## src/verilog/video_mem_config.svh

```systemverilog
// Video frame store configuration with display geometry, overscan timing and line buffer sizing
`ifndef VIDEO_MEM_CONFIG_SVH
`define VIDEO_MEM_CONFIG_SVH

// Native source frame as rendered and as shown on the LCD
`define VM_LCD_W 480
`define VM_LCD_H 320

// Overscan lines at the top of each HDMI field before rows start to advance
// The scaler skips one more line than this count
`define VM_SKIP_LINES 42

// Number of lines before the end of overscan at which the renderer is asked to start
`define VM_PRELOAD_LEAD 6

// Line buffer address width
// Column takes 9 bits and the low two row bits select one of four rows in the ring
`define VM_BUF_AW 11

// Line buffer depth in pixels
`define VM_BUF_DEPTH (1 << `VM_BUF_AW)

`endif

```

## src/verilog/video_ctrl_pkg.sv

```systemverilog
// Control state types for the LCD address walker and the HDMI scan address generator
package video_ctrl_pkg;

	// LCD fetcher states
	// Field wait holds the walker parked on the row just past the frame
	// Line wait holds it at the end of the row that HDMI is still showing
	typedef enum logic [1:0] {
		LCD_FIELD_WAIT = 2'd0,
		LCD_RUN        = 2'd1,
		LCD_LINE_WAIT  = 2'd2
	} lcd_state_e;

	// HDMI scan states
	// Overscan covers the blank lines after the field strobe where the row stays at zero
	// Active is the visible part where lines are repeated to scale 320 rows to 480
	typedef enum logic {
		SCAN_OVERSCAN = 1'b0,
		SCAN_ACTIVE   = 1'b1
	} scan_state_e;

endpackage

```

## src/verilog/video_pixel_pkg.sv

```systemverilog
// Pixel and video address types shared by the frame store, its ports and its address generators
package video_pixel_pkg;

	// One 24-bit pixel word as it sits in the line buffer
	// Red occupies the low byte so the word matches the renderer's RGB packing
	typedef struct packed {
		logic [7:0] blue;
		logic [7:0] green;
		logic [7:0] red;
	} pixel_t;

	// Video position as a single 20-bit word
	// Row sits in the upper 11 bits and column in the lower 9 bits
	// Since a row never holds more than 512 columns the word can be incremented
	// as a plain counter while walking along a line
	typedef struct packed {
		logic [10:0] row;
		logic [8:0]  col;
	} vid_addr_t;

	// Width of the flattened address word
	// Used when the position is treated as a vector for Gray conversion
	localparam int VID_ADDR_W = $bits(vid_addr_t);

endpackage

```

## src/verilog/hdmi_scan_addr.sv

```systemverilog
// HDMI scan address generator that scales the 480x320 source to a 640x480 raster on the pixel clock
`timescale 1ns/1ps
`include "video_mem_config.svh"

module hdmi_scan_addr (
	input  logic                          pixel_clk,
	input  logic                          reset,
	input  logic                          fetch_next,
	input  logic                          next_line,
	input  logic                          next_field,
	output video_pixel_pkg::vid_addr_t    scan_addr,
	output logic [`VM_BUF_AW-1:0]         scan_buf_addr,
	output logic                          preload
);
	import video_pixel_pkg::*;
	import video_ctrl_pkg::*;

	// Wide enough to count one past the last overscan line
	localparam int SKIP_W = $clog2(`VM_SKIP_LINES + 2);

	vid_addr_t          addr;
	vid_addr_t          nxt_addr;
	logic [VID_ADDR_W-1:0] nxt_bin;
	scan_state_e        state;
	scan_state_e        nxt_state;
	logic [1:0]         x_skip;
	logic [1:0]         nxt_x_skip;
	logic [1:0]         y_skip;
	logic [1:0]         nxt_y_skip;
	logic [SKIP_W-1:0]  skip_lines;
	logic [SKIP_W-1:0]  nxt_skip_lines;
	logic               nxt_preload;

	// Next-state logic
	// Field strobe wins over line strobe which wins over pixel fetch
	always_comb begin
		nxt_addr       = addr;
		nxt_state      = state;
		nxt_x_skip     = x_skip;
		nxt_y_skip     = y_skip;
		nxt_skip_lines = skip_lines;
		nxt_preload    = preload;
		if (next_field) begin
			// The field strobe arrives at the end of visible space
			nxt_addr       = '0;
			nxt_x_skip     = '0;
			nxt_y_skip     = '0;
			nxt_skip_lines = '0;
			nxt_state      = SCAN_OVERSCAN;
		end else if (next_line) begin
			// Column restarts on every line, overscan included, so it never spills into the row
			nxt_addr.col = '0;
			if (state == SCAN_OVERSCAN) begin
				nxt_skip_lines = skip_lines + 1'b1;
				// Give the renderer a head start a few lines before the picture begins
				if (skip_lines == SKIP_W'(`VM_SKIP_LINES - `VM_PRELOAD_LEAD)) begin
					nxt_preload = 1'b1;
				end
				if (skip_lines == SKIP_W'(`VM_SKIP_LINES)) begin
					nxt_state = SCAN_ACTIVE;
				end
			end else begin
				// Two source rows span three raster lines so every third line repeats
				nxt_y_skip = (y_skip == 2'd2) ? 2'd0 : y_skip + 2'd1;
				if (y_skip != 2'd2 && addr.row < 11'(`VM_LCD_H)) begin
					nxt_addr.row = addr.row + 1'b1;
				end
			end
		end else if (fetch_next) begin
			// Three source pixels span four raster pixels so every fourth one repeats
			nxt_x_skip = x_skip + 2'd1;
			if (x_skip != 2'd3) begin
				nxt_addr.col = addr.col + 1'b1;
				nxt_preload  = 1'b0;
			end
		end
		nxt_bin = nxt_addr;
	end

	always_ff @(posedge pixel_clk) begin
		if (reset) begin
			addr       <= '0;
			scan_addr  <= '0;
			state      <= SCAN_OVERSCAN;
			x_skip     <= '0;
			y_skip     <= '0;
			skip_lines <= '0;
			preload    <= 1'b0;
		end else begin
			addr       <= nxt_addr;
			// Gray copy is registered so the crossing never sees combinational glitches
			scan_addr  <= nxt_bin ^ (nxt_bin >> 1);
			state      <= nxt_state;
			x_skip     <= nxt_x_skip;
			y_skip     <= nxt_y_skip;
			skip_lines <= nxt_skip_lines;
			preload    <= nxt_preload;
		end
	end

	// Buffer index is the binary column plus the low row bits
	assign scan_buf_addr = addr[`VM_BUF_AW-1:0];

endmodule

```

## config.mk

```make
export PLATFORM = sky130hd
export DESIGN_NAME = hdmi_scan_addr
export DESIGN_NICKNAME = d
export VERILOG_FILES = /design/src/verilog/video_ctrl_pkg.sv /design/src/verilog/video_pixel_pkg.sv /design/src/verilog/hdmi_scan_addr.sv
export VERILOG_INCLUDE_DIRS = /design/src /design/src/verilog
export SDC_FILE = /design/constraint.sdc
export NUM_CORES = 1
export LEC_CHECK = 0
export BUFFER_PORTS_ARGS = -buffer_cell sky130_fd_sc_hd__buf_4
export CELL_PAD_IN_SITES_DETAIL_PLACEMENT = 1
export CELL_PAD_IN_SITES_GLOBAL_PLACEMENT = 2
export CORE_AREA = 2 2 83 85
export CTS_CLUSTER_DIAMETER = 50
export DETAILED_ROUTE_END_ITERATION = 16
export DIE_AREA = 0 0 85 87
export MAX_ROUTING_LAYER = met4
export PLACE_DENSITY_LB_ADDON = 0.1
export SYNTH_ARGS = -nofsm -noshare
export SYNTH_HDL_FRONTEND = slang
export SYNTH_SLANG_ARGS = --single-unit
```

## constraint.sdc

```tcl
create_clock -name pixel_clk -period 4.3 [get_ports pixel_clk]
set_clock_uncertainty 0.05 [all_clocks]
set_input_delay 0.86 -clock pixel_clk [delete_from_list [all_inputs] [get_ports pixel_clk]]
set_output_delay 0.86 -clock pixel_clk [all_outputs]
set_load 0.05 [all_outputs]
```

==> Word level (Yosys, flattened, before mapping) <==
Index checks and enable logic that the tools add are counted.
Widths: inputs -> output; s select.
{ "word_totals": {"register_bits": 52, "latch_bits": 0, "ramBits": 0, "rom_bits": 0, "input_bits": 5, "out_inout_bits": 32, "elab_cells": 49, "n_memories": 0} }
{ "op_classes": {"addsub": 5, "multipliers": 0, "n_div": 0, "order_cmp": 1, "eq_ne": 7, "n_shift": 0, "n_mux": 15, "n_bitwise": 4, "n_reduce_logical": 8} }
{ "op_table": {"columns": ["cell", "count"], "rows": [
  ["$mux 11", 3],
  ["$mux 9", 3],
  ["$mux 20", 1],
  ["$xor 20x19->20", 1],
  ["$eq 6x6->1 const B", 2],
  ["$add 11x1->11 const B", 1],
  ["$lt 11x9->1 const B", 1],
  ["$add 9x1->9 const B", 1],
  ["$mux 1", 7],
  ["$add 6x1->6 const B", 1],
  ["$ne 2x2->1 const B", 3],
  ["$reduce_and 2->1", 3],
  ["$reduce_and 5->1", 1],
  ["$add 2x1->2 const B", 2],
  ["$reduce_bool 2->1", 2],
  ["$not 1->1", 3],
  ["$eq 2x2->1 const B", 1],
  ["$mux 2", 1],
  ["$ne 2x1->1 const B", 1],
  ["$reduce_or 2->1", 1],
  ["$logic_and 1x1->1", 1]
]} }

==> Longest topological paths before layout <==
{ "depth": {"word_depth": 7, "mapped_depth": 8, "ltp_nobuf": 7} }

==> Least setup slack after synthesis <==
OpenSTA, ideal clock, no wires.
{ "synth_path": {"kind": "input-to-reg", "from": "in next_line", "to": "reg scan_addr[13] (netlist name)", "setup_ps": 128, "arrival_ps": 1876, "t_required_ps": 4122, "setup_slack_ps": 2247, "stages": 8, "path_buffers": 2, "cell_sequence": "buf_4 and4bb_2 nand3_2 buf_6 o21ai_0 o21ai_1 xnor2_1 nor2_1"} }
{ "synth_via": {"elab_chain_cells": 3} }
{ "synth_rtl": {"columns": ["item", "line", "source"], "rows": [
  ["from (decl)", "hdmi_scan_addr.sv:9", "input logic next_line,"],
  ["$mux 11", "hdmi_scan_addr.sv:50", "end else if (next_line) begin"],
  ["$mux 20", "hdmi_scan_addr.sv:43", "if (next_field) begin"],
  ["$xor 20x19->20", "hdmi_scan_addr.sv:92", "scan_addr <= nxt_bin ^ (nxt_bin >> 1);"],
  ["to (signal assigned)", "hdmi_scan_addr.sv:92", null],
  ["to (decl)", "hdmi_scan_addr.sv:11", "output video_pixel_pkg::vid_addr_t scan_addr,"]
]} }
Every way passes these cells.
A chain may end at the register's enable or synchronous reset.

==> Final worst setup path <==
{ "layout_path": {"from": "in fetch_next", "to": "reg scan_addr[7] (netlist name)"} }
{ "layout_via": {"elab_chain_cells": 4} }
{ "layout_rtl": {"columns": ["item", "line", "source"], "rows": [
  ["from (decl)", "hdmi_scan_addr.sv:8", "input logic fetch_next,"],
  ["$mux 9", "hdmi_scan_addr.sv:69", "end else if (fetch_next) begin"],
  ["$mux 9", "hdmi_scan_addr.sv:50", null],
  ["$mux 20", "hdmi_scan_addr.sv:43", null],
  ["$xor 20x19->20", "hdmi_scan_addr.sv:92", null]
]} }
Every way passes these cells.

==> summary.md <==
| Metric | Value |
|---|---|
| First-pass GRT wire length | 7950 um |
| Pwr Total | 0.855 mW |
| Pin count of the biggest net entering global routing | 34 |
| Post-synthesis sequential area ratio | 0.435 |
| Fin crit share | 0.532 |
| Worst-path clk slew | 0.09 ns |
| Cell Count, Final, Fillers Out | 358 |
| Worst-skew pair later-pin latency | 0.30 ns |
| N_diodes | 0 |
| Post-route minimum period | 2.29 ns |
| Syn Area/Cell | 9.14 um^2 |
| P per Cell Area | 319 nW/um^2 |
| Min Hold Slack | 0.424 ns |
| CP Data Required Time | 4.43 ns |
| EDFF count, synth | 0 |
| Ranking of synthesized cells by area | dfxtp_1, xnor2_1, nor2_1, xor2_1, buf_4 |
| Leak Pwr | 1.00 nW |
| Post-CTS sizing | 0 |
| Startpoint Class | input port |
| Synth Register Bits | 51 |
| Pre-CTS setup slack | 1.68 ns |
| CTS Buffer Depth | 2 |
| 1st-pass router iterations | 4 |
| CP Data Arrival Time | 2.41 ns |
| Distinct cells, synth | 36 |
| Vias | 1,678 |
| Area added between synthesis and finish | 14.1% |
| Highest clock rate | 437 MHz |
| Synth top area share | 0.435 |
| Post-Syn Instances | 257 |
| Worst-margin pin slew | 0.738 ns |
| RSZ-0062 raised after global routing | false |
| Area leader, netlist | dfxtp_1 |
| CTS tree | built |
| Wirelength per Cell | 12.3 um |
| Die area | 7400 um^2 |
| Vias per Instance | 4.69 |
| Async SR Flop Fraction | 0 |
| Share of cells above drive strength 1 | 0.198 |
| Most common cell after layout, fill and taps aside | nor2_1 |
| Hpwl dp | 3230 um |
| Worst setup EP type | flip-flop |
| Vias in the first global route | 1,696 |
| Num rows | 30 |
| Top_reg_cell synth | dfxtp_1 |
| Status | finished clean |
| Mapped Area | 2350 um^2 |
| Antenna viol nets, final | 0 |
| I/O pin count | 37 |
| Fin worst setup slack | 2.01 ns |
| Pins over their slew limit | 0 |
| Die height | 87 um |
| Area of the core | 6570 um^2 |
| Final hold vios | 0 |
| Crit Path Category | in -> reg |
| TNS Setup | 0 ns |
| Iter 0 DRT Violations | 40 |
| Aggregate global routing overflow | 0 |
| Post-route DRC | 0 |
| Hold buffer count at CTS | 0 |
| Max Fanout on Critical Path | 10 |
| Overall Global Routing Usage | 0.137 |
| Commonest non-fill, non-tap cells in the layout | nor2_1, dfxtp_1, buf_4 |
| Max-cap violation count | 0 |
| Final net count | 288 |
| Gp weighted congestion | 0.691 |
| Setup violators final | 0 |
| Post-CTS Setup Inserts | 0 |
| HP Class | reg -> reg |
| Clock sink count | 51 |
| Slew HR | 0.507 |
| Synthesized netlist net count | 268 |
| Post-Place Cells | 350 |
| Port Buf Inserts | 36 |
| Clock root buffer | clkbuf_8 |
| Final WL | 4420 um |
| Initial antenna violation count | 0 |
| Worst vdd ir | 0.151 mV |
| Cts bufs inserted | 5 |
| H-tree lvl count | 2 |
| Initial core utilization | 0.358 |
| Yosys Warn Count | 0 |
| Die Wd | 85 um |
==> cells by family after synthesis <==
| kind of cell | after synthesis | synth area share |
|---|---|---|
| AND/OR/NAND/NOR | 100 | 0.219 |
| flip-flops | 51 | 0.435 |
| XOR/XNOR | 42 | 0.163 |
| buffers and inverters | 30 | 0.0783 |
| AO/OA/AOI/OAI | 25 | 0.0602 |
| adder cells (fa/ha/maj) | 6 | 0.0319 |
| multiplexers | 3 | 0.0128 |
==> worst paths after layout <==
kind | start | endpoint | slack (ns) | depth (start not counted)
worst max-delay path | fetch_next | scan_addr[7] | 2.01 | 7
worst min-delay path | preload | preload | 0.42 | 2
worst max register to register | x_skip[0] | scan_addr[7] | 2.12 | 7
worst min register to register | preload | preload | 0.42 | 2
==> critical path, cell delays in order <==
cell	delay, ns
buf_4	0.09
nor2b_1	0.59
and4_4	0.34
nand3_1	0.12
xor2_2	0.22
xnor2_1	0.14
nor2_1	0.05
==> metal layers <==
metal  GRT usage  vias to the layer above  wire [um]
met5           -                        -          0
met4      0.0476                        0         65
met3      0.0332                        6        176
met2       0.213                       25       1970
met1       0.175                      790       2210
li1            -                      857          -
==> synthesized netlist by cell type (2+ instances only) <==
| master | instances |
|---|---|
| nor2_1 | 53 |
| dfxtp_1 | 51 |
| xnor2_1 | 26 |
| buf_4 | 15 |
| xor2_1 | 14 |
| nand2_1 | 12 |
| a21oi_1 | 9 |
| inv_1 | 7 |
| o21ai_0 | 7 |
| clkbuf_1 | 6 |
| ha_1 | 6 |
| nand3_1 | 6 |
| nor2b_1 | 5 |
| nand4_1 | 4 |
| or3_1 | 4 |
| a31oi_1 | 3 |
| and3_1 | 3 |
| mux2i_1 | 3 |
| a21oi_2 | 2 |
| buf_6 | 2 |
| o21a_1 | 2 |
| o21ai_1 | 2 |
| xor2_2 | 2 |
==> sequential cells by signal, summed over array words and instances, names as in the netlist <==
name	cells
state	1
scan_addr	20
y_skip	2
scan_buf_addr	11
x_skip	2
addr	8
skip_lines	6
preload	1
==> power by group <==
part	leakage, nW	total, mW	internal (mW)	switching (mW)
sequential	0.411	0.475	0.474	0.00171
clock	0.0612	0.351	0.189	0.162
combinational	0.530	0.0281	0.00972	0.0184
total	1.00	0.855	0.672	0.183
==> through the flow <==
step | area (um^2) | util
2_1_floorplan | 2350 | -
3_3_place_gp | 2560 | 0.390
3_5_place_dp | 2560 | 0.390
4_1_cts | 2680 | 0.408
5_1_grt | 2680 | 0.408
6_report | 2680 | 0.408
==> final cells by class <==
type                       count  area [um^2]
tap                           80          100
sequential                    51         1020
multi-input combinational    176         1140
inverter                       7         26.3
timing repair buffer          36          270
clock inverter                 2         35.0
clock buffer                   6         82.6
fill                         788         3890
No activity file was read; power rests on OpenSTA's default activity.
