## src/verilog/video_mem_config.svh

```systemverilog
// Video frame store configuration with display geometry, overscan timing and line buffer sizing
`ifndef VIDEO_MEM_CONFIG_SVH
`define VIDEO_MEM_CONFIG_SVH

// Native source frame as rendered and as shown on the LCD
`define VM_LCD_W 480
`define VM_LCD_H 320

// Overscan lines at the top of each HDMI field before rows start to advance
// The scaler skips one more line than this count
`define VM_SKIP_LINES 42

// Number of lines before the end of overscan at which the renderer is asked to start
`define VM_PRELOAD_LEAD 6

// Line buffer address width
// Column takes 9 bits and the low two row bits select one of four rows in the ring
`define VM_BUF_AW 11

// Line buffer depth in pixels
`define VM_BUF_DEPTH (1 << `VM_BUF_AW)

`endif

```

## src/verilog/video_ctrl_pkg.sv

```systemverilog
// Control state types for the LCD address walker and the HDMI scan address generator
package video_ctrl_pkg;

	// LCD fetcher states
	// Field wait holds the walker parked on the row just past the frame
	// Line wait holds it at the end of the row that HDMI is still showing
	typedef enum logic [1:0] {
		LCD_FIELD_WAIT = 2'd0,
		LCD_RUN        = 2'd1,
		LCD_LINE_WAIT  = 2'd2
	} lcd_state_e;

	// HDMI scan states
	// Overscan covers the blank lines after the field strobe where the row stays at zero
	// Active is the visible part where lines are repeated to scale 320 rows to 480
	typedef enum logic {
		SCAN_OVERSCAN = 1'b0,
		SCAN_ACTIVE   = 1'b1
	} scan_state_e;

endpackage

```

## src/verilog/video_pixel_pkg.sv

```systemverilog
// Pixel and video address types shared by the frame store, its ports and its address generators
package video_pixel_pkg;

	// One 24-bit pixel word as it sits in the line buffer
	// Red occupies the low byte so the word matches the renderer's RGB packing
	typedef struct packed {
		logic [7:0] blue;
		logic [7:0] green;
		logic [7:0] red;
	} pixel_t;

	// Video position as a single 20-bit word
	// Row sits in the upper 11 bits and column in the lower 9 bits
	// Since a row never holds more than 512 columns the word can be incremented
	// as a plain counter while walking along a line
	typedef struct packed {
		logic [10:0] row;
		logic [8:0]  col;
	} vid_addr_t;

	// Width of the flattened address word
	// Used when the position is treated as a vector for Gray conversion
	localparam int VID_ADDR_W = $bits(vid_addr_t);

endpackage

```

## src/verilog/lcd_fetch.sv

```systemverilog
// LCD address walker on the system clock that streams the native frame and stays behind the HDMI row
`timescale 1ns/1ps
`include "video_mem_config.svh"

module lcd_fetch (
	input  logic                        clk,
	input  logic                        reset,
	input  logic                        lcd_next_pixel,
	input  video_pixel_pkg::vid_addr_t  curr_vid_addr,
	output logic [`VM_BUF_AW-1:0]       lcd_addr,
	output logic                        lcd_newfield,
	output logic                        lcd_wait
);
	import video_pixel_pkg::*;
	import video_ctrl_pkg::*;

	vid_addr_t  pos;
	lcd_state_e state;
	logic       at_limit;
	logic       last_col;

	assign last_col = (pos.col == 9'(`VM_LCD_W - 1));

	// One more pixel here would step onto a row that HDMI has not finished with
	assign at_limit = last_col && (pos.row == curr_vid_addr.row);

	// Hold is seen in the same cycle so a pixel request is never taken at the limit
	assign lcd_wait     = (state != LCD_RUN) || at_limit;
	assign lcd_newfield = (state == LCD_FIELD_WAIT);
	assign lcd_addr     = pos[`VM_BUF_AW-1:0];

	always_ff @(posedge clk) begin
		if (reset) begin
			// Park one row past the frame until the next field begins
			pos.row <= 11'(`VM_LCD_H);
			pos.col <= '0;
			state   <= LCD_FIELD_WAIT;
		end else begin
			case (state)
				LCD_FIELD_WAIT: begin
					// HDMI sits at address zero for the whole blanking gap
					// so the first fetch of the new field is what releases us
					if (curr_vid_addr == vid_addr_t'(1)) begin
						pos   <= '0;
						state <= LCD_RUN;
					end
				end
				LCD_RUN: begin
					if (at_limit) begin
						state <= LCD_LINE_WAIT;
					end else if (lcd_next_pixel) begin
						if (!last_col) begin
							pos.col <= pos.col + 1'b1;
						end else if (pos.row == 11'(`VM_LCD_H - 1)) begin
							pos.row <= 11'(`VM_LCD_H);
							pos.col <= '0;
							state   <= LCD_FIELD_WAIT;
						end else begin
							pos.row <= pos.row + 1'b1;
							pos.col <= '0;
						end
					end
				end
				LCD_LINE_WAIT: begin
					// Resume as soon as HDMI has moved on to a later row
					if (!at_limit) begin
						state <= LCD_RUN;
					end
				end
				default: begin
					state <= LCD_FIELD_WAIT;
				end
			endcase
		end
	end

endmodule

```

## config.mk

```make
export PLATFORM = sky130hd
export DESIGN_NAME = lcd_fetch
export DESIGN_NICKNAME = d
export VERILOG_FILES = /design/src/verilog/video_ctrl_pkg.sv /design/src/verilog/video_pixel_pkg.sv /design/src/verilog/lcd_fetch.sv
export VERILOG_INCLUDE_DIRS = /design/src /design/src/verilog
export SDC_FILE = /design/constraint.sdc
export NUM_CORES = 1
export LEC_CHECK = 0
export BUFFER_PORTS_ARGS = -buffer_cell sky130_fd_sc_hd__buf_4
export CAP_MARGIN = 25
export CORE_ASPECT_RATIO = 2
export CORE_MARGIN = 4
export CORE_UTILIZATION = 48
export DETAILED_ROUTE_END_ITERATION = 16
export GPL_ROUTABILITY_DRIVEN = 0
export PLACE_DENSITY = 0.75
export RECOVER_POWER = 50
export SETUP_SLACK_MARGIN = 0.05
export SYNTH_ARGS = -nofsm -noshare
export SYNTH_HDL_FRONTEND = slang
export SYNTH_SLANG_ARGS = --single-unit
```

## constraint.sdc

```tcl
create_clock -name clk -period 2.45 [get_ports clk]
set_clock_uncertainty 0.1 [all_clocks]
set_input_delay 0 -clock clk [delete_from_list [all_inputs] [get_ports clk]]
set_output_delay 0 -clock clk [all_outputs]
set_load 0.05 [all_outputs]
```

==> Yosys cells after proc, flatten, opt, wreduce, memory -nomap -nowiden <==
Cells that the tools add are included.
{ "totals": {"in_bits": 23, "elab_cells": 41, "out_inout_bits": 13, "regBits": 22} }
{ "op_classes": {"muxes": 14, "n_reduce_logical": 7, "eq_ne": 15, "n_addsub": 2} }
{ "ops": {"columns": ["operator", "count"], "rows": [
  ["$mux W20", 4],
  ["$pmux W20 S2", 1],
  ["$eq A20 B1 Y1 const B", 1],
  ["$mux W2", 6],
  ["$add A11 B1 Y11 const B", 1],
  ["$eq A11 B11 Y1", 1],
  ["$eq A11 B9 Y1 const B", 1],
  ["$mux W11", 1],
  ["$reduce_and A5 Y1", 2],
  ["$add A9 B1 Y9 const B", 1],
  ["$eq A9 B9 Y1 const B", 1],
  ["$mux W9", 1],
  ["$ne A3 B3 Y1 const B", 3],
  ["$ne A2 B2 Y1 const B", 4],
  ["$pmux W2 S3", 1],
  ["$ne A2 B1 Y1 const B", 2],
  ["$reduce_and A4 Y1", 1],
  ["$eq A2 B1 Y1 const B", 1],
  ["$eq A2 B2 Y1 const B", 1],
  ["$logic_not A2 Y1", 1],
  ["$reduce_bool A2 Y1", 1],
  ["$logic_and A1 B1 Y1", 1],
  ["$logic_or A1 B1 Y1", 1]
]} }

==> Logic depth before layout (Yosys ltp) <==
{ "depth": {"depth_word": 6, "ltp_mapped": 9, "mapped_depth_nobuf": 7} }

==> Least setup slack after synthesis <==
OpenSTA, ideal clock, no wires.
{ "synth_timing": {"path_kind": "flip-flop to flip-flop", "startpoint": "register pos, in the netlist lcd_addr[9]", "endpoint": "register pos[14] in the netlist's numbering", "period_less_slack_ns": 2.378, "slack_ns": 0.072, "path_stages_with_launch": 10, "n_path_buf": 2, "required_ns": 2.291, "arrival_ns": 2.219, "setup_time_ns": 0.059, "cell_sequence": "dfxtp_1 ha_1 nand3_2 nor2_1 a311o_1 buf_6 or4b_1 buf_2 or3b_1 nand2_1"} }
{ "synth_between": {"elab_chain_len": 6} }
{ "synth_lines": {"columns": ["item", "line", "source"], "rows": [
  ["start, declared", "lcd_fetch.sv:17", "vid_addr_t pos;"],
  ["$add A11 B1 Y11 / $eq A11 B9 Y1 (equally long branches)", "lcd_fetch.sv:59, lcd_fetch.sv:54", null],
  ["$mux W20", "lcd_fetch.sv:54", "end else if (pos.row == 11'(`VM_LCD_H - 1)) begin"],
  ["$mux W11", "lcd_fetch.sv:52", "if (!last_col) begin"],
  ["$mux W20", "lcd_fetch.sv:51", "end else if (lcd_next_pixel) begin"],
  ["$mux W20", "lcd_fetch.sv:49", "if (at_limit) begin"],
  ["$pmux W20 S2", "lcd_fetch.sv:39", "case (state)"]
]} }
Parallel ways exist; a longest one is shown, timed or not. The select of a mux whose other input is x is not followed.
A chain may end at the register's enable or synchronous reset.

==> Worst setup path in the final report <==
{ "layout_timing": {"startpoint": "register pos, in the netlist lcd_addr[1]", "endpoint": "register pos[15] in the netlist's numbering"} }
{ "layout_between": {"elab_chain_len": 4} }
{ "layout_lines": {"columns": ["item", "line", "source"], "rows": [
  ["$eq A9 B9 Y1 (*)", "lcd_fetch.sv:22", "assign last_col = (pos.col == 9'(`VM_LCD_W - 1));"],
  ["$logic_and A1 B1 Y1", "lcd_fetch.sv:25", "assign at_limit = last_col && (pos.row == curr_vid_addr.row);"],
  ["$ne A2 B2 Y1 (no line)", null, null],
  ["$reduce_and A5 Y1 (no line) (*)", null, null]
]} }
Mark *: on every way between the ends. The rest lies on a longest branch, timed or not.

==> impl_metrics.tcl <==
set metrics [dict create \
    syn_area_um2 1569 \
    rows 29 \
    worst_slew_pin_slew_ns 0.6036 \
    seqPwrFrac_pct 52.4 \
    dieArea_um2 4303 \
    cts_sinks 22 \
    synth_top_family_by_area "simple AND/OR/NAND/NOR gates" \
    r2r_end "pos[15]" \
    p_int_mw 0.5346 \
    cts_tree "done" \
    place_area_um2 1874 \
    hold_viol_final 0 \
    muxShareOfSynthArea_pct 0.6380 \
    grt_max_degree 13 \
    start_util_pct 49.70 \
    antenna_found_initial 0 \
    cts_root_buf "clkbuf_8" \
    fin_crit_ns 2.258 \
    total_leakage_power_nw 0.7130 \
    yosys.area.top_type "dfxtp_1" \
    p_sw_share_pct 21.58 \
    antenna_cells 0 \
    htree_num_levels 1 \
    synth.most_common_cell "dfxtp_1" \
    cts.path.max_buffers 2 \
    grt_pass1_vias 1699 \
    ys_seq_area_share_pct 28.07 \
    r2r_start "lcd_addr[1]" \
    synthXorXnorAreaFrac_pct 8.931 \
    hold_depth 5 \
    synthArstFlopShare_pct 0 \
    relSlewSlack_pct 59.93 \
    finalCritPeriodShare_pct 92.17 \
    setup_viol 0 \
    crit_type "flip-flop to flip-flop" \
    cp.required_ns 2.51 \
    grt_pass1_wl_mm 7.155 \
    grt_use_total_pct 20.80 \
    hp-class "primary input to flip-flop" \
    arrival_ns 2.32 \
    power_frac_comb_pct 8.5 \
    numPortBuffers 35 \
    dpl.hpwl_mm 3.527 \
    postRouteAntennaNets 0 \
    ff2ff_path_depth 7 \
    maxSlewViolCount 0 \
    setup.worst_path.end_class "flip-flop" \
    drive_gt1_share_pct 22.27 \
    synthSimpleGateAreaFrac_pct 30.06 \
    avgSynthCellArea_um2 7.884 \
    drc_errors 0 \
    fmax_mhz 442.8 \
    ioPinCount 36 \
    ir_drop_v 0.0002436 \
    ys_seq_elements 22 \
    grt.overflow.total 0 \
    min_from "curr_vid_addr[10]" \
    vias 1690 \
    synthTopCellsByCount "dfxtp_1 (22), nor2_1 (17), buf_4 (13), nand2_1 (13), o21ai_0 (13)" \
    status "complete, no violations" \
    cp-start-kind "flip-flop" \
    drt_iter0_drc 72 \
    synth-compound-area-share_pct 20.18 \
    area_delta_synth_final_pct 21.69 \
    clkLatencyLatePin_ns 0.26 \
    cts_buffers 3 \
    finalWirelength_mm 4.476 \
    rrSetupSlack_ns 0.19 \
    synthFlopType "dfxtp_1" \
    cp_max_fo 5 \
    clk_pin_slew_ns 0.08 \
    fp.dieW_um 48.43 \
    syn_nets 224 \
    rsz0062_at_grt "no" \
    synth-edff-count 0 \
    synth_adder_area_share_pct 1.595 \
    nets 264 \
    stdcell_area_um2 1909 \
    syn_inst 199 \
    worstHoldEndpoint "state[1]" \
    cap_violations 0 \
    synth_area_leaders "dfxtp_1 (28%), buf_4 (6.2%), xor2_1 (5.0%), o21ai_0 (4.1%), nor2_1 (4.1%)" \
    wl_per_cell_um 16.64 \
    via_per_inst 6.283 \
    synth.top_cell.area_share_pct 28.07 \
    ys_warn_count 0 \
    die_h_um 88.86 \
    core-area_um2 3157 \
    drt_first_pass_iters 4 \
    synth.distinct_cells 44 \
    clkPwrFrac_pct 39.1 \
    fin_setup_tns_ns 0 \
    p_sw_mw 0.1471 \
    p_per_area_nw_per_um2 357.1 \
]
-- state kept, by name, summed over array words and instances, names as in the netlist --
register	count
lcd_addr	11
state	2
pos	9
-- layout make-up --
cell class	instances	area, µm²
Clock buffer	4	55.05
Tap cell	31	38.79
Multi-Input combinational cell	149	974.7
Timing Repair Buffer	56	374.1
Inverter	7	26.28
Sequential cell	22	440.4
Fill cell	305	1247
-- through the flow --
stage / setup slack, ns / total power, mW / std cells / util [%] / hold WS, ns
floorplan: 0.07210 / 0.3837 / 199 / - / 0.1678
global placement: 0.1398 / 0.4220 / 263 / 59.37 / 0.1779
detailed placement: 0.1297 / 0.4224 / 263 / 59.37 / 0.1834
CTS: 0.07191 / 0.6848 / 268 / 61.43 / 0.02489
global route: 0.02837 / 0.7061 / 269 / 60.48 / 0.05290
finish: 0.1918 / 0.6817 / 269 / 60.48 / 0.02896
-- cells by family (layout without fill, tap and decap cells) --
kind of cell,Yosys count,after routing
buffers and inverters,28,67
adder cells (fa/ha/maj),2,2
multiplexers,1,1
AO/OA/AOI/OAI,45,45
AND/OR/NAND/NOR,85,85
flip-flops,22,22
XOR/XNOR,16,16
-- layout by cell type (no fill, tap or decap), types with 2 or more instances in the layout --
| cell type | count |
|---|---|
| buf_4 | 42 |
| dfxtp_1 | 22 |
| nor2_1 | 17 |
| nand2_1 | 13 |
| o21ai_0 | 13 |
| clkbuf_1 | 13 |
| nand3_1 | 11 |
| xor2_1 | 9 |
| nor4_1 | 8 |
| o31ai_1 | 8 |
| inv_1 | 7 |
| xnor2_1 | 7 |
| and3_1 | 7 |
| nand4_1 | 7 |
| a21oi_1 | 6 |
| nor3_1 | 4 |
| a31oi_1 | 4 |
| clkbuf_8 | 4 |
| nor4b_1 | 3 |
| a22oi_1 | 2 |
| nand4b_1 | 2 |
| or3_1 | 2 |
| a2111oi_2 | 2 |
| a211oi_1 | 2 |
| nand3b_1 | 2 |
| ha_1 | 2 |
-- critical path: stages, from the launching register on --
cell	delay, ns
dfxtp_1	0.39
ha_1	0.22
clkbuf_1	0.19
nand4_1	0.13
nor4b_1	0.42
nand4_1	0.18
a21o_1	0.20
a221o_1	0.33
-- worst max-delay path by stage --
| stage | start | endpoint | slack, ns | cells past startpoint |
|---|---|---|---|---|
| 3_3_place_gp | lcd_addr[1] | lcd_addr[1] | 0.14 | 7 |
| 6_report | lcd_addr[1] | pos[15] | 0.19 | 7 |
| 4_1_cts | lcd_addr[1] | pos[17] | 0.07 | 7 |
| 5_1_grt | lcd_addr[1] | pos[15] | 0.03 | 7 |
| 2_1_floorplan | lcd_addr[9] | pos[14] | 0.07 | 9 |
| 3_5_place_dp | lcd_addr[1] | lcd_addr[1] | 0.13 | 7 |
-- power groups by stage --
stage          clock (mW)  sequential [mW]  combinational [mW]
4_1_cts             0.269            0.357              0.0582
2_1_floorplan           0            0.366              0.0181
6_report            0.267            0.357              0.0581
3_5_place_dp            0            0.366              0.0568
3_3_place_gp            0            0.366              0.0564
5_1_grt             0.285            0.357              0.0635
-- what timing repair did --
item                                   4_1_cts  5_1_grt
endpoints found under the hold margin        3        0
hold buffers                                 1        0
resized for setup                            0        3
setup endpoints to repair                    0       18
buffers inserted                             0        1
-- layer usage --
layer,share of wire (%),vias to the layer above,track usage (%)
li1,-,810,-
met1,36,790,19.28
met2,55,68,40.00
met3,4.5,22,2.192
met4,5.2,0,16.12
met5,0,-,0
Power figures use the tool's default switching activity.
