`config.mk`:
```
export PLATFORM = sky130hd
export DESIGN_NAME = scan_pos_sync
export DESIGN_NICKNAME = d
export VERILOG_FILES = /design/src/verilog/video_mem_config.svh /design/src/verilog/video_pixel_pkg.sv /design/src/verilog/scan_pos_sync.sv
export SDC_FILE = /design/constraint.sdc
export NUM_CORES = 1
export LEC_CHECK = 0
export BUFFER_PORTS_ARGS = -buffer_cell sky130_fd_sc_hd__buf_2
export CAP_MARGIN = 20
export CELL_PAD_IN_SITES_DETAIL_PLACEMENT = 0
export CELL_PAD_IN_SITES_GLOBAL_PLACEMENT = 1
export CORE_MARGIN = 3
export CORE_UTILIZATION = 42
export DETAILED_ROUTE_END_ITERATION = 8
export GPL_TIMING_DRIVEN = 0
export PLACE_DENSITY = 0.89
export SLEW_MARGIN = 5
export SYNTH_ARGS = -nofsm -noshare
export SYNTH_HDL_FRONTEND = slang
export SYNTH_SLANG_ARGS = --single-unit
```
`constraint.sdc`:
```
create_clock -name clk -period 2.98 [get_ports clk]
set_input_delay 0.298 -clock clk [delete_from_list [all_inputs] [get_ports clk]]
set_output_delay 0.298 -clock clk [all_outputs]
set_load 0.02 [all_outputs]
```
`src/verilog/video_mem_config.svh`:
```
// Video frame store configuration with display geometry, overscan timing and line buffer sizing
`ifndef VIDEO_MEM_CONFIG_SVH
`define VIDEO_MEM_CONFIG_SVH

// Native source frame as rendered and as shown on the LCD
`define VM_LCD_W 480
`define VM_LCD_H 320

// Overscan lines at the top of each HDMI field before rows start to advance
// The scaler skips one more line than this count
`define VM_SKIP_LINES 42

// Number of lines before the end of overscan at which the renderer is asked to start
`define VM_PRELOAD_LEAD 6

// Line buffer address width
// Column takes 9 bits and the low two row bits select one of four rows in the ring
`define VM_BUF_AW 11

// Line buffer depth in pixels
`define VM_BUF_DEPTH (1 << `VM_BUF_AW)

`endif

```
`src/verilog/video_pixel_pkg.sv`:
```
// Pixel and video address types shared by the frame store, its ports and its address generators
package video_pixel_pkg;

	// One 24-bit pixel word as it sits in the line buffer
	// Red occupies the low byte so the word matches the renderer's RGB packing
	typedef struct packed {
		logic [7:0] blue;
		logic [7:0] green;
		logic [7:0] red;
	} pixel_t;

	// Video position as a single 20-bit word
	// Row sits in the upper 11 bits and column in the lower 9 bits
	// Since a row never holds more than 512 columns the word can be incremented
	// as a plain counter while walking along a line
	typedef struct packed {
		logic [10:0] row;
		logic [8:0]  col;
	} vid_addr_t;

	// Width of the flattened address word
	// Used when the position is treated as a vector for Gray conversion
	localparam int VID_ADDR_W = $bits(vid_addr_t);

endpackage

```
`src/verilog/scan_pos_sync.sv`:
```
// Clock crossing of the Gray-coded HDMI scan position and the field strobe into the system clock
`timescale 1ns/1ps

module scan_pos_sync (
	input  logic                        clk,
	input  logic                        reset,
	input  video_pixel_pkg::vid_addr_t  scan_addr_gray,
	input  logic                        field_in,
	output video_pixel_pkg::vid_addr_t  curr_vid_addr,
	output logic                        next_field_out
);
	import video_pixel_pkg::*;

	vid_addr_t             gray_meta;
	vid_addr_t             gray_sync;
	logic [VID_ADDR_W-1:0] bin;
	logic                  field_meta;
	logic                  field_sync;

	// Gray back to binary
	// Each bit is the running XOR of all Gray bits above and including it
	always_comb begin
		bin[VID_ADDR_W-1] = gray_sync[VID_ADDR_W-1];
		for (int i = VID_ADDR_W - 2; i >= 0; i--) begin
			bin[i] = bin[i + 1] ^ gray_sync[i];
		end
	end

	// Two flops per signal take care of metastability
	// A pixel step flips one Gray bit so a late sample only lags by one position
	// The output register adds the third cycle and keeps the decoder off the port
	always_ff @(posedge clk) begin
		if (reset) begin
			gray_meta      <= '0;
			gray_sync      <= '0;
			curr_vid_addr  <= '0;
			field_meta     <= 1'b0;
			field_sync     <= 1'b0;
			next_field_out <= 1'b0;
		end else begin
			gray_meta      <= scan_addr_gray;
			gray_sync      <= gray_meta;
			curr_vid_addr  <= bin;
			// Field strobe gets the same depth so it lines up with the address
			field_meta     <= field_in;
			field_sync     <= field_meta;
			next_field_out <= field_sync;
		end
	end

	// A pixel clock strobe lasts longer than a system clock period
	// so the field pulse is always seen at least once

endmodule

```
# Word level (Yosys, flattened, before mapping)
# Index checks and enable logic that the tools add are counted.
[totals]
out_inout_bits = 21
regBits = 63
word_cells = 28
[op_classes]
bitwise = 19
[ops]
columns = ["op", "count"]
rows = [
  ["1-bit XOR", 19],
]

# Longest topological paths before layout
# Gate-level depths: netlist (run 1).
[depth]
ltp_word = 19
ltp_mapped = 6

# Worst setup path before layout (run 1)
# OpenSTA, ideal clock, no wires.
[synth_path]
path_kind = "flip-flop to flip-flop"
start = "register gray_sync[18] (netlist bit)"
end = "register curr_vid_addr[3] (netlist bit)"
t_required_ns = 2.846
stages_incl_launch_ff = 7
path_buffers = 1
setup_slack_ns = 0.788
synth_period_minus_slack_ns = 2.192
arrival_time_ns = 2.058
setup_time_ns = 0.134
cell_sequence = "dfxtp_1 xnor2_2 xnor3_1 xnor3_2 buf_6 and3_1 or4_1"
[synth_via]
elab_chain_len = 16
[synth_rtl]
columns = ["element", "line", "rtl"]
rows = [
  ["start: declaration", "scan_pos_sync.sv:15", "vid_addr_t gray_sync;"],
  ["start signal: assignment", "scan_pos_sync.sv:42", "gray_sync <= gray_meta;"],
  ["1-bit XOR (16 in a row)", "scan_pos_sync.sv:25", "bin[i] = bin[i + 1] ^ gray_sync[i];"],
  ["end signal: assignment", "scan_pos_sync.sv:43", "curr_vid_addr <= bin;"],
  ["end: declaration", "scan_pos_sync.sv:9", "output video_pixel_pkg::vid_addr_t curr_vid_addr,"],
]
# Every way passes these cells.
# A chain may end at the register's enable or synchronous reset.

# Worst setup path after layout (run 1)
# Same ends and word-level chain as after synthesis.

==> flow_summary.yaml, run 1 <==
yosys:
  synth_fp_nets: 197
  yosysWarnings: 0
  synthXorXnorAreaFrac: 0.195
  synth_fa_ha_area_frac: 0
  syn_area_um2: 2130
  synthDistinctLibCells: 21
  synth_area_leaders: "dfxtp_1 (59%), nor2b_1 (14%), xnor2_1 (6.6%)"
  synth_compound_area_frac: 0.00235
  yosysSeqAreaShare: 0.591
  synth_top_family_by_area: "XOR/XNOR gates"
  synth-simple-area-share: 0.191
  synthCells: 174
  yosys_register_bits: 63
  synth_mux_area_frac: 0
  syn_avg_cell_area_um2: 12.3
  yosys.area.top_type_share: 0.591
  synth_top_cell_by_area: "dfxtp_1"
route:
  vias_per_cell: 4.04
  route.detailed.drc: 0
  num_vias: 1213
  drt_iter0_drc: 21
  first_pass_iters: 4
  drt_wl_total_um: 3020
  wl_per_cell_um: 10.1
  ant_nets: 0
job:
  cap_viol_max_count: 0
floorplanning:
  die_h_um: 77.3
  rows: 25
  boundaryPins: 44
  dieWidth_um: 77.3
  initial_core_util: 0.443
  die-area_um2: 5970
  core_area_um2: 4820
cts:
  postCtsSetupBuffers: 0
  cts-resized-gates: 0
  clkLatencyLatePin_ns: 0.32
  htreeDepth: 3
  clockBufferDepth: 2
  path_clk_slew_ns: 0.07
  cts_buffers: 9
  numClockSinks: 63
  ctsHoldBuffers: 0
  clock-root-buffer: "clkbuf_8"
  tritoncts: "built"
power_and_ir_drop:
  vdd_drop_max_v: 0.000352
  p_total_mw: 2.05
  cellLeakagePower_nw: 1.17
  p_per_area_nw_per_um2: 786
timing:
  fin_skew_ns: 0.00563
  slew_viol_final: 0
  final-setup-viol-count: 0
  worst_slew_pin_slew_ns: 0.588
  fin_ws_ns: 0.601
  max_slew_margin: 0.606
  rsz0062_at_grt: "false"
  max_freq_ghz: 0.420
  hold_viol: 0
  period_needed_ns: 2.38
  holdWs_ns: 0.179
  final.setup.tns_ns: 0
  fin_crit_sh: 0.798
worst_setup_path:
  critPathRequiredTime_ns: 3.17
  critPathArrivalTime_ns: 2.57
  endpoint_kind: "flop"
  crit_type: "flop to flop"
  r2r_setup_slack_ns: 0.60
  start_kind: "flop"
  path_max_fanout: 10
global_route:
  grt_overflow: 0
  grt_start_max_net_pins: 11
  grt_pass1_vias: 1122
  antenna_found_initial: 0
  grt_pass1_wl_um: 5040
  track_usage: 0.114
placed_design:
  hpwl_um: 2100
  place.gp.congestion: 0.689
  dpl.cell_count: 284
  portBuffers: 43
  pre_cts_ws_ns: 0.597
finish:
  final_cell_mix: "dfxtp_1 (63), nor2b_1 (49), buf_2 (44)"
  antenna_cells: 0
  nFillCells: 450
  mostFrequentLayoutCell: "dfxtp_1"
  stdcell_count: 300
  syn2layout_area_growth_pct: 22.3
  drive_above_1_share: 0.275
  layout.nets: 251
status:
  outcome: "finished, final reports clean"
worst_hold_path:
  min_path_type: "primary input to flop"
-- layout make-up --
type | count | area, um^2 | share of cell area
Sequential cell | 63 | 1260 | 0.483
Multi-Input combinational cell | 102 | 830 | 0.318
Timing Repair Buffer | 43 | 215 | 0.0825
Clock buffer | 13 | 159 | 0.0609
Tap cell | 67 | 83.8 | 0.0321
Buffer | 9 | 42.5 | 0.0163
Clock inverter | 3 | 17.5 | 0.00671
-- cell usage after synthesis --
master / count
xnor3_1: 5
a21oi_1: 1
and3_1: 1
or2_2: 1
buf_1: 1
dfxtp_1: 63
nor4bb_1: 1
nor2_1: 13
nor2b_1: 49
and4bb_2: 1
nor4_1: 1
buf_2: 1
buf_6: 1
xor3_1: 2
xor2_1: 6
xnor3_2: 2
xnor2_1: 16
nand2_1: 1
xnor2_2: 1
or4_1: 1
clkbuf_1: 6
-- report_power, final --
group / leakage (nW) / total, mW / switching [mW] / internal, mW
clock network: 0.0894 / 0.636 / 0.292 / 0.345
logic: 0.562 / 0.462 / 0.219 / 0.243
registers: 0.522 / 0.952 / 0.0215 / 0.931
total: 1.17 / 2.05 / 0.533 / 1.52
-- flip-flops by register name, indices dropped and copies added (netlist names) --
signal / count
gray_meta: 20
bin: 1
next_field_out: 1
field_sync: 1
gray_sync: 19
curr_vid_addr: 20
field_meta: 1
-- path summary, 6_finish.rpt --
kind | to | cells past startpoint | startpoint
min reg2reg | gray_sync[12] | 1 | gray_meta[12]
max reg2reg | curr_vid_addr[3] | 6 | gray_sync[18]
max | curr_vid_addr[3] | 6 | gray_sync[18]
min | gray_meta[5] | 2 | scan_addr_gray[5]
-- critical path: stages, from the launching register on --
cell and delay, ns:
dfxtp_1 0.32, xnor2_2 0.29, xnor3_1 0.45, xnor3_2 0.46, buf_6 0.18, and3_1 0.14, or4_1 0.41
-- kinds of logic (layout without fill, tap and decap cells) --
group | Yosys count | count (layout)
xor+xnor | 32 | 32
buf+inv | 9 | 68
flops | 63 | 63
simple gates | 69 | 69
compound gates | 1 | 1
-- layer usage --
metal  GRT usage  wire length (um)  vias up
li1            -                 -      648
met1       0.131              1400      521
met2       0.173              1350       37
met3      0.0423               205        7
met4      0.0801                67        0
met5           0                 0        -
-- through the flow --
stage          utilization  instance area, um^2
2_1_floorplan            -                 2130
3_3_place_gp         0.505                 2430
3_5_place_dp         0.505                 2430
4_1_cts              0.542                 2610
5_1_grt              0.542                 2610
6_report             0.542                 2610
(Power assumes the default switching activity.)
==> inputs of run 2 (changes only) <==
==> constraint.sdc (replaced) <==
create_clock -name clk -period 2.2 [get_ports clk]
set_input_delay 0.22 -clock clk [delete_from_list [all_inputs] [get_ports clk]]
set_output_delay 0.22 -clock clk [all_outputs]
set_load 0.02 [all_outputs]
==> run 2 against run 1 <==
Compared with the run above:
- critical endpoint unchanged
- sequential share of layout area fell by 0.71 points
- maximum frequency rose by 11%
- via count rose by 2.1%
- first-iteration DRC count rose by 24%
- setup slack got worse by 0.54 ns
- combinational power rose by 39%
- clock skew barely moved
- flip-flop and latch count did not move
- core utilization rose by 0.81 points
- sequential power rose by 36%
==> flow_summary.yaml, run 2 (synthesized netlist as in run 1, its figures left out) <==
global_route:
  grt_pass1_vias: 1134
  track_usage: 0.116
  grt_pass1_wl_um: 5130
  grt_overflow: 0
  antenna_found_initial: 0
  grt_start_max_net_pins: 11
route:
  ant_nets: 0
  vias_per_cell: 4.09
  first_pass_iters: 4
  num_vias: 1238
  route.detailed.drc: 0
  drt_wl_total_um: 3080
  drt_iter0_drc: 26
  wl_per_cell_um: 10.2
job:
  cap_viol_max_count: 0
finish:
  antenna_cells: 0
  mostFrequentLayoutCell: "dfxtp_1"
  largest_registers: "curr_vid_addr: 20 flops, gray_meta: 20 flops, gray_sync: 19 flops"
  syn2layout_area_growth_pct: 24.1
  drive_above_1_share: 0.297
  final_cell_mix: "dfxtp_1 (63), nor2b_1 (49), buf_2 (44)"
  layout.nets: 254
  stdcell_count: 303
  nFillCells: 448
  multi_input_area_um2: 846
  seq_area_um2: 1260
floorplanning:
  die_h_um: 77.3
  rows: 25
  dieWidth_um: 77.3
  die-area_um2: 5970
  core_area_um2: 4820
  boundaryPins: 44
  initial_core_util: 0.443
power_and_ir_drop:
  vdd_drop_max_v: 0.000470
  p_comb_frac: 0.230
  p_per_area_nw_per_um2: 1060
  internal_power_mw: 2.07
  sw_frac_of_total: 0.260
  p_clk_frac: 0.308
  power_switching_uw: 725
  cellLeakagePower_nw: 1.19
  pwr-share-seq: 0.462
worst_setup_path:
  start_kind: "flop"
  crit_type: "flop to flop"
  r2r_cells: 6
  r2r_end: "curr_vid_addr[3]"
  endpoint_kind: "flop"
  r2r_setup_slack_ns: 0.06
  critPathRequiredTime_ns: 2.40
  critPathArrivalTime_ns: 2.33
  r2r-start: "gray_sync[18]"
  path_max_fanout: 10
timing:
  fin_skew_ns: 0.00607
  slew_viol_final: 0
  final-setup-viol-count: 0
  period_needed_ns: 2.14
  max_slew_margin: 0.667
  final.setup.tns_ns: 0
  hold_viol: 0
  rsz0062_at_grt: "false"
  max_freq_ghz: 0.468
  worst_slew_pin_slew_ns: 0.499
  fin_ws_ns: 0.0612
  fin_crit_sh: 0.972
placed_design:
  pre_cts_ws_ns: -0.183
  dpl.cell_count: 284
  place.gp.congestion: 0.689
  hpwl_um: 2100
  portBuffers: 43
worst_hold_path:
  min_path_type: "primary input to flop"
  min_from: "scan_addr_gray[5]"
  hold_end: "gray_meta[5]"
  min_path_cells: 2
cts:
  htreeDepth: 3
  tritoncts: "built"
  clkLatencyLatePin_ns: 0.32
  numClockSinks: 63
  ctsHoldBuffers: 0
  clockBufferDepth: 2
  path_clk_slew_ns: 0.07
  clock-root-buffer: "clkbuf_8"
  cts_buffers: 9
status:
  outcome: "finished, final reports clean"
[run 2: cell count changes in the layout (fill, tap and decap cells not counted)]
| cell | previous run | this run |
|---|---|---|
| buf_4 | 0 | 3 |
| xor2_1 | 6 | 5 |
| xor2_2 | 0 | 1 |
| xnor2_1 | 16 | 15 |
| xnor2_2 | 1 | 2 |
| xnor3_2 | 2 | 3 |
| xnor3_1 | 5 | 4 |
[run 2: what timing repair did]
item / in CTS / in global routing
endpoints found under the setup margin: 4 / 2
pin swaps: 3 / 3
gates resized for setup: 2 / 1
setup buffers: 0 / 3
[run 2: area by class of cell]
cell class / instances / area share
Sequential cell: 63 / 0.476
Multi-Input combinational cell: 102 / 0.319
Timing Repair Buffer: 46 / 0.0898
Clock buffer: 13 / 0.0600
Tap cell: 67 / 0.0317
Buffer: 9 / 0.0161
Clock inverter: 3 / 0.00662
[run 2: through the flow]
| stage | utilization | power (mW) | area (um^2) | hold WS [ns] |
|---|---|---|---|---|
| 2_1_floorplan | - | 1.79 | 2130 | 0.348 |
| 6_report | 0.550 | 2.79 | 2650 | 0.101 |
| 3_3_place_gp | 0.505 | 1.94 | 2430 | 0.417 |
| 3_5_place_dp | 0.505 | 1.95 | 2430 | 0.421 |
| 4_1_cts | 0.543 | 2.82 | 2620 | 0.0849 |
| 5_1_grt | 0.550 | 2.94 | 2650 | 0.0938 |
[run 2: metal layers]
| metal | track usage | up-vias | wire length [um] |
|---|---|---|---|
| met2 | 0.176 | 39 | 1420 |
| met1 | 0.134 | 539 | 1400 |
| met3 | 0.0423 | 7 | 206 |
| met4 | 0.0801 | 0 | 55 |
| li1 | - | 653 | - |
| met5 | 0 | - | 0 |
[run 2: critical path, stage by stage (launching register included)]
cell,delay [ns]
dfxtp_1,0.32
xnor2_2,0.22
xnor3_2,0.41
xnor3_2,0.29
buf_6,0.16
nor4_1,0.07
or4_1,0.53
[run 2: worst max path at each step]
stage | startpoint | endpoint | slack, ns
after floorplan | gray_sync[18] | curr_vid_addr[3] | 0.008
after global placement | gray_sync[18] | curr_vid_addr[3] | -0.15
after detailed placement | gray_sync[18] | curr_vid_addr[3] | -0.18
after CTS | gray_sync[17] | curr_vid_addr[3] | 0.001
after global routing | gray_sync[18] | curr_vid_addr[3] | 0.02
final | gray_sync[18] | curr_vid_addr[3] | 0.06
[run 2: power by group through the flow]
stage               clock, mW  combinational (mW)  sequential [mW]
floorplan                   0               0.368             1.43
global placement            0               0.625             1.32
detailed placement          0               0.630             1.32
CTS                     0.888               0.635             1.29
global route            0.940               0.696             1.30
finish                  0.862               0.641             1.29
==> inputs of run 3 (changes only) <==
--- a/config.mk
+++ b/config.mk
@@ -13,7 +13,8 @@
 export CORE_UTILIZATION = 42
 export DETAILED_ROUTE_END_ITERATION = 8
 export GPL_TIMING_DRIVEN = 0
-export PLACE_DENSITY = 0.89
+export PLACE_DENSITY_LB_ADDON = 0.1
+export REMOVE_ABC_BUFFERS = 1
 export SLEW_MARGIN = 5
 export SYNTH_ARGS = -nofsm -noshare
 export SYNTH_HDL_FRONTEND = slang
==> run 3 against run 2 <==
Compared with the run above:
- sequential share of layout area decreased by 1.5 points
- highest routed layer unchanged
- non-clock buffer count did not move
- largest cell class unchanged
- design area up 3.4%
- sequential power hardly changed
==> flow_summary.yaml, run 3 (synthesized netlist as in run 1, its figures left out) <==
status:
  outcome: "finished, final reports clean"
job:
  cap_viol_max_count: 0
route:
  first_pass_iters: 4
  num_vias: 1246
  drt_wl_total_um: 3000
  route.detailed.drc: 0
  ant_nets: 0
  drt_iter0_drc: 44
  wl_per_cell_um: 9.92
  vias_per_cell: 4.13
cts:
  cts_buffers: 9
  ctsHoldBuffers: 0
  htreeDepth: 3
  clockBufferDepth: 2
  path_clk_slew_ns: 0.06
  clkLatencyLatePin_ns: 0.32
  numClockSinks: 63
  clock-root-buffer: "clkbuf_8"
  tritoncts: "built"
floorplanning:
  core_area_um2: 4820
  die-area_um2: 5970
  boundaryPins: 44
  initial_core_util: 0.443
  dieWidth_um: 77.3
  rows: 25
  die_h_um: 77.3
timing:
  fin_skew_ns: 0.00360
  worst_slew_pin_slew_ns: 0.569
  max_freq_ghz: 0.472
  max_slew_margin: 0.620
  hold_viol: 0
  period_needed_ns: 2.12
  slew_viol_final: 0
  final-setup-viol-count: 0
  fin_crit_sh: 0.963
  rsz0062_at_grt: "false"
  holdWs_ns: 0.106
  fin_ws_ns: 0.0822
worst_setup_path:
  path_max_fanout: 5
  r2r_setup_slack_ns: 0.08
  critPathArrivalTime_ns: 2.31
  crit_family: "XOR/XNOR gates"
  start_kind: "flop"
  cp_common_cell: "xnor3_2"
  critPathRequiredTime_ns: 2.39
  r2r_end: "curr_vid_addr[3]"
  r2r-start: "bin[19]"
  slowest_stage: "or4_1"
  max_stage_delay_ns: 0.46
  cp_num_buf_inv: 0
  path_cells: "xnor2_4 -> xnor3_2 -> xnor3_2 -> and4bb_2 -> or4_1"
  crit_type: "flop to flop"
  r2r_cells: 5
  endpoint_kind: "flop"
worst_hold_path:
  min_path_cells: 2
  min_path_type: "primary input to flop"
  min_from: "scan_addr_gray[18]"
  hold_end: "gray_meta[18]"
placed_design:
  pre_cts_ws_ns: -0.280
  hpwl_um: 1880
  place.gp.congestion: 0.663
  portBuffers: 43
global_route:
  grt_pass1_vias: 1187
  antenna_found_initial: 0
  grt_pass1_wl_um: 5220
  grt_overflow: 0
  track_usage: 0.115
  grt_start_max_net_pins: 67
finish:
  multi_input_area_um2: 902
  mostFrequentLayoutCell: "dfxtp_1"
  syn2layout_area_growth_pct: 28.3
  nFillCells: 435
  seq_area_um2: 1260
  layout.nets: 255
  largest_registers: "curr_vid_addr: 20 flops, gray_meta: 20 flops, gray_sync: 19 flops"
  drive_above_1_share: 0.332
  final_cell_mix: "dfxtp_1 (63), nor2b_1 (49), buf_2 (43)"
  antenna_cells: 0
power_and_ir_drop:
  vdd_drop_max_v: 0.000451
  p_total_mw: 2.80
  p_per_area_nw_per_um2: 1020
  cellLeakagePower_nw: 1.25
==> run 3: changes by cell type in the layout (fill, tap and decap cells not counted), sizes merged <==
| cell | previous run | this run |
|---|---|---|
| buf | 49 | 55 |
| clkbuf | 19 | 13 |
| clkinv | 2 | 1 |
| clkinvlp | 1 | 0 |
| xnor3 | 7 | 8 |
==> run 3: power by group <==
group	switching (mW)	internal, mW	leakage [nW]	total [mW]
Combinational	0.303	0.382	0.640	0.685
Clock	0.368	0.457	0.0854	0.825
Sequential	0.0321	1.26	0.522	1.29
Total	0.703	2.10	1.25	2.80
==> run 3: area by class of cell <==
cell class / count / area share
sequential: 63 / 0.461
multi-input combinational: 103 / 0.330
timing repair buffer: 55 / 0.119
clock buffer: 13 / 0.0581
tap: 67 / 0.0306
clock inverter: 1 / 0.00183
==> run 3: timing repair <==
| item | 4_1_cts | 5_1_grt |
|---|---|---|
| gates resized for setup | 1 | 6 |
| cloned | 0 | 1 |
| endpoints found under the setup margin | 6 | 2 |
| buffers inserted | 6 | 4 |
| pin swaps | 2 | 2 |
==> run 3: through the flow <==
| step | setup TNS, ns | util | std cells | cell area [um^2] |
|---|---|---|---|---|
| after floorplan | -0.0887 | - | 165 | 2090 |
| after global placement | -0.848 | 0.496 | 275 | 2390 |
| after detailed placement | -0.940 | 0.498 | 276 | 2400 |
| after CTS | 0 | 0.543 | 296 | 2610 |
| after global routing | 0 | 0.568 | 302 | 2740 |
| final | 0 | 0.568 | 302 | 2740 |
==> run 3: routing by layer <==
layer,track usage,vias to the layer above,share of wire
met4,0.0801,0,0.030
met1,0.127,549,0.42
met5,0,-,0
li1,-,653,-
met2,0.176,36,0.48
met3,0.0505,8,0.072
==> run 3: worst max-delay path by stage <==
stage	end	cells past startpoint	slack (ns)	startpoint
6_report	curr_vid_addr[3]	5	0.08	bin[19]
5_1_grt	curr_vid_addr[3]	5	0.006	bin[19]
4_1_cts	curr_vid_addr[3]	6	0.01	gray_sync[10]
3_5_place_dp	curr_vid_addr[3]	5	-0.28	gray_sync[18]
3_3_place_gp	curr_vid_addr[3]	5	-0.26	gray_sync[18]
2_1_floorplan	curr_vid_addr[3]	5	-0.09	gray_sync[18]
==> run 3: worst reg2reg max path, stage by stage (launching register included) <==
cell	delay [ns]
dfxtp_1	0.42
xnor2_4	0.16
xnor3_2	0.40
xnor3_2	0.30
and4bb_2	0.25
or4_1	0.46
